### src/noise_chan_pkg.sv
`default_nettype none

package noise_chan_pkg;

    // widths with a meaning of their own
    typedef logic [4:0]  nfrq_t;      // noise frequency code
    typedef logic [9:0]  eg_t;        // envelope attenuation, 0 = loudest
    typedef logic [11:0] mix_t;       // noise mix, sign on top
    typedef logic [11:0] sample_t;    // slot output, same format as mix_t
    typedef logic [4:0]  slot_t;      // operator slot number
    typedef logic [7:0]  reg_addr_t;  // register bus address
    typedef logic [7:0]  reg_data_t;  // register bus data

    // register map, only the noise register is kept
    // bit 7 enables noise on slot 31, bits 4..0 hold nfrq
    localparam reg_addr_t NOISE_ADDR = 8'h0f;

    // LFSR comes out of reset all ones
    localparam logic [15:0] LFSR_RESET = 16'hffff;

    // slot timing
    localparam slot_t SLOT_LAST = 5'd31;  // last operator slot, noise slot
    localparam slot_t HALF_SLOT = 5'd15;  // half tick here and at SLOT_LAST

endpackage

`default_nettype wire

### src/noise_timing.sv
`timescale 1ns/1ps
`default_nettype none

// operator slot sequencer for the noise channel
// one slot per clock enable, 32 slots per frame
module noise_timing (
    input  wire logic                 clk,
    input  wire logic                 rst,
    input  wire logic                 cen,      // chip clock enable
    output      noise_chan_pkg::slot_t slot,    // current operator slot
    output      logic                 half,     // once every 16 enables
    output      logic                 op31_no   // slot 31 strobe
);

    logic slot_is_half;  // slot 15
    logic slot_is_last;  // slot 31

    // slot counter, wraps 31 -> 0 on its own width
    always_ff @(posedge clk or posedge rst) begin
        if (rst) begin
            slot <= '0;
        end else if (cen) begin
            slot <= slot + 5'd1;
        end
    end

    // decodes of the current slot
    assign slot_is_half = (slot == noise_chan_pkg::HALF_SLOT);
    assign slot_is_last = (slot == noise_chan_pkg::SLOT_LAST);

    // ticks are qualified by cen so each lasts a single clock
    // half at 15 and 31 gives one tick per 16 enables
    assign half    = cen & (slot_is_half | slot_is_last);
    assign op31_no = cen & slot_is_last;  // last slot, noise is mixed here

endmodule

`default_nettype wire

### src/noise_regs.sv
`timescale 1ns/1ps
`default_nettype none

// noise control register
// write only, nothing reads it back
module noise_regs (
    input  wire logic                      clk,
    input  wire logic                      rst,
    input  wire logic                      wr,    // write strobe
    input  wire noise_chan_pkg::reg_addr_t addr,  // register address
    input  wire noise_chan_pkg::reg_data_t din,   // write data
    output      logic                      ne,    // noise enable
    output      noise_chan_pkg::nfrq_t     nfrq   // noise frequency code
);

    logic hit;  // write lands on the noise register

    // other addresses belong to blocks outside this channel
    assign hit = wr & (addr == noise_chan_pkg::NOISE_ADDR);

    // writes do not wait for cen, the bus runs at full clock
    always_ff @(posedge clk or posedge rst) begin
        if (rst) begin
            ne   <= 1'b0;
            nfrq <= '0;
        end else if (hit) begin
            ne   <= din[7];    // enable bit
            nfrq <= din[4:0];  // frequency code, bits 6..5 unused
        end
    end

endmodule

`default_nettype wire

### src/noise_gen.sv
`timescale 1ns/1ps
`default_nettype none

// noise generator for slot 31
// period counter, 16-bit LFSR and the envelope-weighted mix
module noise_gen (
    input  wire logic                  clk,
    input  wire logic                  rst,
    input  wire logic                  cen,      // chip clock enable
    input  wire logic                  half,     // once every 16 enables
    input  wire noise_chan_pkg::nfrq_t nfrq,     // noise frequency code
    input  wire noise_chan_pkg::eg_t   eg,       // slot 31 attenuation
    input  wire logic                  op31_no,  // slot 31 strobe
    output      logic                  noise,    // LFSR output bit
    output      noise_chan_pkg::mix_t  mix       // noise mix sample
);

    noise_chan_pkg::nfrq_t cnt;  // half tick counter
    logic        update;         // registered period match
    logic [15:0] lfsr;
    logic        last_lfsr0;     // inverted bit 0, kept from last update
    logic        nfrq_met;
    logic        all1;           // LFSR stuck at all ones
    logic        fb;             // feedback into bit 15
    logic        mix_sgn;

    assign noise = lfsr[0];

    // period counter
    // the code is used inverted, so nfrq 31 runs fastest
    assign nfrq_met = (cnt == ~nfrq);

    always_ff @(posedge clk or posedge rst) begin
        if (rst) begin
            cnt    <= '0;
            update <= 1'b0;
        end else if (cen) begin
            if (half) begin
                cnt <= nfrq_met ? 5'd0 : cnt + 5'd1;
            end
            update <= nfrq_met;  // one enable behind the match
        end
    end

    // LFSR feedback
    // between updates the bit is just inverted, which doubles the rate
    // on update the tap of bit 2 runs against the stored bit
    assign all1 = &lfsr;
    assign fb   = update ? ((all1 & ~last_lfsr0) | (lfsr[2] ^ last_lfsr0))
                         : ~lfsr[0];

    always_ff @(posedge clk or posedge rst) begin
        if (rst) begin
            lfsr       <= noise_chan_pkg::LFSR_RESET;
            last_lfsr0 <= 1'b0;  // matches ~lfsr[0] of the reset value
        end else if (cen) begin
            lfsr <= {fb, lfsr[15:1]};  // shift right
            if (update) begin
                last_lfsr0 <= ~lfsr[0];
            end
        end
    end

    // noise mix
    // zero attenuation keeps the sign clear via the eg check below
    assign mix_sgn = (eg != '0) & ~noise;

    always_ff @(posedge clk or posedge rst) begin
        if (rst) begin
            mix <= '0;
        end else if (cen && op31_no) begin
            // sign, inverted attenuation flipped by noise, sign fill
            mix <= {mix_sgn, ~eg[9:2] ^ {8{~noise}}, {3{mix_sgn}}};
        end
    end

endmodule

`default_nettype wire

### src/noise_slot_out.sv
`timescale 1ns/1ps
`default_nettype none

// slot 31 output stage
// noise replaces the operator when enabled
module noise_slot_out (
    input  wire logic                    clk,
    input  wire logic                    rst,
    input  wire logic                    cen,         // chip clock enable
    input  wire logic                    op31_no,     // slot 31 strobe
    input  wire logic                    ne,          // noise enable
    input  wire noise_chan_pkg::mix_t    mix,         // noise mix
    input  wire noise_chan_pkg::sample_t op_sample,   // slot 31 operator
    output      noise_chan_pkg::sample_t slot_out,    // latched sample
    output      logic                    slot_valid   // new slot_out
);

    logic                    load;  // latch edge
    noise_chan_pkg::sample_t sel;   // source picked for this frame

    assign load = cen & op31_no;

    // mix is still the one formed a frame ago at this edge
    assign sel = ne ? mix : op_sample;

    // held for the whole frame, no back-pressure
    always_ff @(posedge clk or posedge rst) begin
        if (rst) begin
            slot_out   <= '0;
            slot_valid <= 1'b0;
        end else begin
            slot_valid <= load;  // one clock, marks the load
            if (load) begin
                slot_out <= sel;
            end
        end
    end

endmodule

`default_nettype wire

### src/noise_chan_top.sv
`timescale 1ns/1ps
`default_nettype none

// noise channel of the FM generator
// timing, register, generator and slot 31 output
module noise_chan_top (
    input  wire logic                      clk,
    input  wire logic                      rst,
    input  wire logic                      cen,         // chip clock enable
    input  wire logic                      wr,          // register write
    input  wire noise_chan_pkg::reg_addr_t addr,
    input  wire noise_chan_pkg::reg_data_t din,
    input  wire noise_chan_pkg::eg_t       eg,          // slot 31 envelope
    input  wire noise_chan_pkg::sample_t   op_sample,   // slot 31 operator
    output      logic                      noise,       // LFSR bit
    output      noise_chan_pkg::sample_t   slot_out,
    output      logic                      slot_valid
);

    logic                  half;
    logic                  op31_no;
    logic                  ne;
    noise_chan_pkg::nfrq_t nfrq;
    noise_chan_pkg::mix_t  mix;

    noise_timing u_timing (
        .clk     (clk),
        .rst     (rst),
        .cen     (cen),
        .slot    (),
        .half    (half),
        .op31_no (op31_no)
    );

    noise_regs u_regs (
        .clk  (clk),
        .rst  (rst),
        .wr   (wr),
        .addr (addr),
        .din  (din),
        .ne   (ne),
        .nfrq (nfrq)
    );

    noise_gen u_gen (
        .clk     (clk),
        .rst     (rst),
        .cen     (cen),
        .half    (half),
        .nfrq    (nfrq),
        .eg      (eg),
        .op31_no (op31_no),
        .noise   (noise),
        .mix     (mix)
    );

    noise_slot_out u_slot_out (
        .clk        (clk),
        .rst        (rst),
        .cen        (cen),
        .op31_no    (op31_no),
        .ne         (ne),
        .mix        (mix),
        .op_sample  (op_sample),
        .slot_out   (slot_out),
        .slot_valid (slot_valid)
    );

endmodule

`default_nettype wire

### config.mk
export PLATFORM = sky130hd
export DESIGN_NAME = noise_chan_top
export DESIGN_NICKNAME = d
export VERILOG_FILES = /design/src/noise_chan_pkg.sv /design/src/noise_timing.sv /design/src/noise_regs.sv /design/src/noise_gen.sv /design/src/noise_slot_out.sv /design/src/noise_chan_top.sv
export SDC_FILE = /design/constraint.sdc
export NUM_CORES = 1
export LEC_CHECK = 0
export ABC_AREA = 1
export BUFFER_PORTS_ARGS = -buffer_cell sky130_fd_sc_hd__buf_2
export CAP_MARGIN = 20
export CORE_AREA = 2 2 85 87
export CTS_CLUSTER_SIZE = 14
export DETAILED_ROUTE_END_ITERATION = 16
export DIE_AREA = 0 0 87 89
export GPL_TIMING_DRIVEN = 0
export HOLD_SLACK_MARGIN = 0.12
export MAX_ROUTING_LAYER = met4
export PLACE_DENSITY = 0.66
export SYNTH_ARGS = -nofsm -noshare
export SYNTH_HDL_FRONTEND = slang
export SYNTH_SLANG_ARGS = --single-unit
### constraint.sdc
create_clock -name clk -period 1.6 [get_ports clk]
set_input_delay 0.16 -clock clk [delete_from_list [all_inputs] [get_ports clk]]
set_output_delay 0.16 -clock clk [all_outputs]
set_load 0.05 [all_outputs]
==> run_results.csv, run 1 <==
group,metric,value,unit
power,p_int,2620,uW
critical_path,path_max_fanout,5,
clock_network,cts.path.max_buffers,2,
clock_network,clk_latency,0.31,ns
sta,finalClockSkew,0.00430,ns
placement,dp_hpwl,3740,um
floorplanning,die-area,7740,um2
power,power_frac_clock,19.3,%
clock_network,cts.sinks,56,
routing,detail_route.vias_per_cell,4.75,
sta,hold_viol,0,
layout,final_net_count,422,
grt,grt_pass1_vias,2121,
layout,final_layout_size_suffix_gt1_share,34.7,%
routing,routed_wl,5540,um
yosys,avgSynthCellArea,9.13,um2
power,leakage,0.00169,uW
layout,multiInputGateArea,1110,um2
routing,wl_per_cell,12.1,um
critical_path,critPathKind,"reg2reg",
layout,fin_area,3480,um2
critical_path,arrival,1.80,ns
routing,antenna_left,0,
sta,finalCriticalPeriod,1.55,ns
critical_path,end_kind,"flip-flop",
critical_path,cp-startpoint,"u_timing.slot[1]",
yosys,synth_ff_type,"dfrtp_1",
floorplanning,coreArea,6720,um2
yosys,netlist_instances,290,
yosys,synth_warnings,0,
floorplanning,row_count,30,
clock_network,cts_made_buffers,5,
floorplanning,fp.dieW,87,um
yosys,synthesis.area,2650,um2
critical_path,startpoint_type,"flip-flop",
layout,regArea,1420,um2
critical_path,reg2reg_from,"u_timing.slot[1]",
power,share_comb_of_total_power,30.2,%
layout,area_delta_synth_final,31.5,%
power,swShare,36.2,%
sta,fmax,647,MHz
routing,drc_errors,0,
layout,postLayoutCoreUtil,51.8,%
yosys,synth_nets,336,
run_status,status,"finished clean",
hold_path,hold_class,"in2reg",
placement,globalplace.congestion,0.770,
layout,diodes,0,
grt,grt_usage,15.3,%
grt,grt_max_degree,43,
yosys,ys_seq_area_share,53.7,%
placement,placed_cell_area,3030,um2
floorplanning,io_pins,56,
grt,grt_overflow,0,
layout,mostFrequentLayoutCells,"80 x nand2_1, 56 x buf_2, 40 x dfrtp_1",
placement,port_buffers,52,
layout,final_common_cell,"nand2_1",
routing,vias,2170,
sta,slew_headroom,52.6,%
job,drv_cap,0,
floorplanning,start_util,39.4,%
clock_network,cts_tree,"built",
routing,drt-initial-drc-count,162,
sta,worstMarginPinSlew,0.710,ns
sta,final.setup.tns,0,ns
sta,period_share,96.6,%
yosys,ys_types,29,
grt,antenna_found_initial,0,
hold_path,hp-start,"eg[2]",
critical_path,critPathRequiredTime,1.85,ns
yosys,synth_edf_count,0,
clock_network,clkTransAtPathRegs,0.10,ns
sta,rsz0062_at_grt,"yes",
power,irDropWorstVdd,0.000652,V
yosys,synth-async-reset-ratio,100,%
layout,fillerInstances,600,
clock_network,htreeDepth,2,
power,p_per_area,1180,nW/um2
power,seqPwrFrac,50.5,%
yosys,synth.ff_latch_count,56,
power,power.switching,1480,uW
sta,hold_slack,0.138,ns
sta,drv_slew,0,
floorplanning,die_y,89,um
sta,setup_viol,0,
grt,grt_pass1_wl,9150,um
clock_network,cts_root_buf,"clkbuf_8",
routing,dr.pass1.iters,4,
-- worst paths after layout --
| path | endpoint | slack [ns] | depth (start not counted) |
|---|---|---|---|
| worst max-delay path | u_slot_out.slot_out[3] | 0.05 | 8 |
| worst min-delay path | u_gen.mix[3] | 0.14 | 3 |
| worst max register to register | u_slot_out.slot_out[3] | 0.05 | 8 |
| worst min register to register | u_gen.lfsr[12] | 0.49 | 2 |
| max in group asynchronous | u_gen.lfsr[3] | 0.69 | 4 |
| min in group asynchronous | u_timing.slot[1] | 0.34 | 3 |
-- synth_stat cells (all sizes together), types with 6 or more instances --
library cell / number / area [um2]
xnor2: 9 / 78.8
dfstp: 16 / 420
inv: 22 / 82.6
nand3: 6 / 35.0
nand2: 84 / 333
nand4: 8 / 50.1
o21ai: 29 / 145
a21oi: 26 / 175
nor2: 26 / 118
buf: 9 / 70.1
dfrtp: 40 / 1000
-- per-stage QoR --
stage	total power [uW]	worst slack, ns	instances
3_5_place_dp	3200	-0.116	423
6_report	4100	0.0541	457
5_1_grt	4380	-0.0150	457
3_3_place_gp	3150	-0.626	422
4_1_cts	4090	0.00630	454
2_1_floorplan	2900	0.00525	290
-- power by group through the flow --
stage	Combinational, uW	Sequential [uW]	Clock [uW]
after floorplan	589	2310	0
after global placement	1090	2060	0
after detailed placement	1130	2070	0
after CTS	1220	2040	822
after global routing	1390	2110	874
final	1240	2070	793
-- critical path, stage by stage, from the launching register on --
cell and delay, ns:
dfrtp_1 0.40, ha_2 0.19, and3_4 0.19, ha_4 0.16, nand2_4 0.10, buf_12 0.14, buf_8 0.11, a21oi_2 0.04
a21oi_2 0.16
-- cells by family after synthesis --
family / share of synthesized area [%]
AND/OR/NAND/NOR: 21.4
buffers and inverters: 6.38
XOR/XNOR: 4.30
flip-flops: 53.7
adder cells (fa/ha/maj): 1.89
AO/OA/AOI/OAI: 12.3
-- final cells by class --
type / instances / share of cell area [%]
buffer: 10 / 2.44
clock buffer: 5 / 1.98
clock inverter: 3 / 0.683
inverter: 23 / 2.70
multi-input combinational: 200 / 32.0
sequential: 56 / 40.8
tap: 80 / 2.88
timing repair buffer: 80 / 16.5
-- flip-flops by register name, indices dropped and copies added, names as in the netlist --
signal / flops
u_regs.nfrq: 5
u_gen.lfsr: 16
u_gen.last_lfsr0: 1
u_gen.update: 1
u_slot_out.slot_valid: 1
u_gen.mix: 9
u_slot_out.slot_out: 12
u_gen.cnt: 5
u_regs.ne: 1
u_timing.slot: 5
-- per-layer routing --
| metal | wire length [um] | global-route usage (%) |
|---|---|---|
| met1 | 2590 | 19.0 |
| met5 | 0 | - |
| met4 | 22 | 4.69 |
| met2 | 2710 | 25.3 |
| met3 | 222 | 3.05 |
-- repair_timing --
| action | 4_1_cts | 5_1_grt |
|---|---|---|
| hold endpoints to repair | 34 | 0 |
| hold buffers | 21 | 0 |
| gates cloned | 0 | 2 |
| setup endpoints to repair | 18 | 24 |
| resized for setup | 4 | 16 |
| buffers inserted | 3 | 1 |
| pin swaps | 0 | 5 |
Note: power is estimated with default switching activity, not from simulation.
==> run 2: changes to the inputs <==
==> constraint.sdc (replaced) <==
create_clock -name clk -period 1.6 [get_ports clk]
set_input_delay 0.24 -clock clk [delete_from_list [all_inputs] [get_ports clk]]
set_output_delay 0.24 -clock clk [all_outputs]
set_load 0.05 [all_outputs]
==> run_results.csv, run 2 (synthesis gave the netlist of run 1 again) <==
group,metric,value,unit
sta,hold_viol,0,
layout,final_layout_size_suffix_gt1_share,36.7,%
clock_network,clk_latency,0.31,ns
clock_network,cts.path.max_buffers,2,
clock_network,cts_made_buffers,5,
critical_path,critPathSlowestCell,"dfrtp_1",
critical_path,rr_worst_depth,8,
hold_path,hold_depth,2,
critical_path,cp_top_family,"flip-flops",
sta,fmax,649,MHz
routing,detail_route.vias_per_cell,4.78,
layout,largest_reg_flops,16,
hold_path,holdPathEnd,"u_timing.slot[0]",
critical_path,critPathKind,"reg2reg",
critical_path,critical-path-max-stage-delay,0.40,ns
critical_path,crit_chain,"ha_2 -> and3_4 -> ha_4 -> nand2_4 -> buf_12 -> buf_8 -> a21oi_4 -> a21oi_2",
routing,vias,2087,
sta,worstMarginPinSlew,0.713,ns
floorplanning,io_pins,56,
clock_network,cts.sinks,56,
routing,routed_wl,5180,um
sta,slew_headroom,52.5,%
placement,port_buffers,52,
critical_path,critPathRequiredTime,1.85,ns
routing,dr.pass1.iters,6,
layout,area_delta_synth_final,23.9,%
routing,drt-initial-drc-count,141,
grt,antenna_found_initial,0,
grt,grt_pass1_vias,2018,
sta,hold_slack,0.156,ns
clock_network,cts_root_buf,"clkbuf_8",
floorplanning,fp.dieW,87,um
hold_path,hp-start,"cen",
routing,antenna_left,0,
layout,final_common_cell,"nand2_1",
layout,mostFrequentLayoutCells,"80 x nand2_1, 56 x buf_2, 40 x dfrtp_1",
critical_path,path_max_fanout,5,
job,drv_cap,0,
grt,grt_max_degree,43,
routing,met2_wirelength,2450,um
routing,m1WireLength,2490,um
clock_network,clkTransAtPathRegs,0.10,ns
critical_path,end_kind,"flip-flop",
layout,diodes,0,
placement,dp_hpwl,3740,um
clock_network,cts_tree,"built",
run_status,status,"finished clean",
routing,topRoutingLayerUsed,"met4",
power,p_per_area,1240,nW/um2
sta,period_share,96.3,%
critical_path,r2r_slack,0.06,ns
sta,final.setup.tns,0,ns
layout,reg_top3,"u_gen.lfsr x16, u_slot_out.slot_out x12, u_gen.mix x9",
routing,wl_per_cell,11.8,um
floorplanning,start_util,39.4,%
sta,finalClockSkew,0.00514,ns
power,fin_total_pwr,4060,uW
placement,globalplace.congestion,0.770,
power,irDropWorstVdd,0.000650,V
floorplanning,die_y,89,um
layout,final_net_count,402,
routing,wl_met3,201,um
critical_path,reg2reg_from,"u_timing.slot[1]",
floorplanning,die-area,7740,um2
grt,grt_usage,14.6,%
critical_path,startpoint_type,"flip-flop",
critical_path,r2r_end,"u_slot_out.slot_out[4]",
sta,setup_viol,0,
clock_network,htreeDepth,2,
power,leakage,0.00161,uW
sta,drv_slew,0,
layout,largest-register,"u_gen.lfsr",
sta,rsz0062_at_grt,"yes",
critical_path,arrival,1.79,ns
critical_path,cp.buffers_inverters,2,
routing,drc_errors,0,
grt,grt_overflow,0,
floorplanning,coreArea,6720,um2
floorplanning,row_count,30,
grt,grt_pass1_wl,8750,um
hold_path,hold_class,"in2reg",
sta,finalCriticalPeriod,1.54,ns
run 2: changes by cell type in the layout (fill, tap and decap cells not counted):
cell           before  now
dlygate4sd3_1      21    1
run 2: worst reg2reg max path, delay by kind of cell (launching register included):
| kind | cells | cell delay (ns) |
|---|---|---|
| and+or+nand+nor | 2 | 0.29 |
| DFF | 1 | 0.40 |
| buffers and inverters | 2 | 0.26 |
| AOI/OAI and AO/OA | 2 | 0.19 |
| adders and majority gates | 2 | 0.35 |
run 2: worst max path at each step:
stage / depth (start not counted) / slack [ns] / startpoint / to
after floorplan: 9 / 0.005 / u_timing.slot[0] / u_slot_out.slot_out[3]
final: 8 / 0.06 / u_timing.slot[1] / u_slot_out.slot_out[4]
after detailed placement: 9 / -0.12 / u_timing.slot[0] / u_slot_out.slot_out[3]
after global routing: 9 / -0.02 / u_timing.slot[0] / u_gen.cnt[4]
after CTS: 8 / 0.006 / u_timing.slot[0] / u_slot_out.slot_out[5]
after global placement: 2 / -0.71 / rst / u_slot_out.slot_out[5]
run 2: stage by stage:
| stage | instances | util (%) | worst slack [ns] | cell area [um2] |
|---|---|---|---|---|
| finish | 437 | 48.8 | 0.0586 | 3280 |
| global route | 437 | 48.8 | -0.0226 | 3280 |
| CTS | 434 | 47.0 | 0.00630 | 3160 |
| detailed placement | 423 | 45.1 | -0.116 | 3030 |
| global placement | 422 | 44.8 | -0.706 | 3010 |
| floorplan | 290 | - | 0.00525 | 2650 |
run 2: per-layer routing:
layer,up-vias,GRT usage (%)
met5,-,-
met4,0,4.69
met3,5,3.05
met2,41,23.0
met1,979,18.8
li1,1062,-
run 2: final cells by class:
| cell class | instances | area (um2) |
|---|---|---|
| fillers | 626 | 3440 |
| plain buffers | 10 | 85.1 |
| repair buffers | 60 | 374 |
| well taps | 80 | 100 |
| clock buffers | 5 | 68.8 |
| inverters | 23 | 93.8 |
| clock inverters | 3 | 23.8 |
| flip-flops and latches | 56 | 1420 |
| multi-input cells | 200 | 1110 |
run 2: timing repair:
action                                 in CTS  in global routing
setup endpoints to repair                  18                 24
setup buffers                               3                  1
gates cloned                                0                  2
resized for setup                           4                 16
pin swaps                                   0                  4
endpoints found under the hold margin       4                  0
hold buffers                                1                  0
run 2: report_power, final:
group | internal [uW] | leakage [uW] | switching [uW]
logic | 462 | 0.000877 | 736
clock network | 311 | 0.0000404 | 483
registers | 1810 | 0.000694 | 256
total | 2580 | 0.00161 | 1470
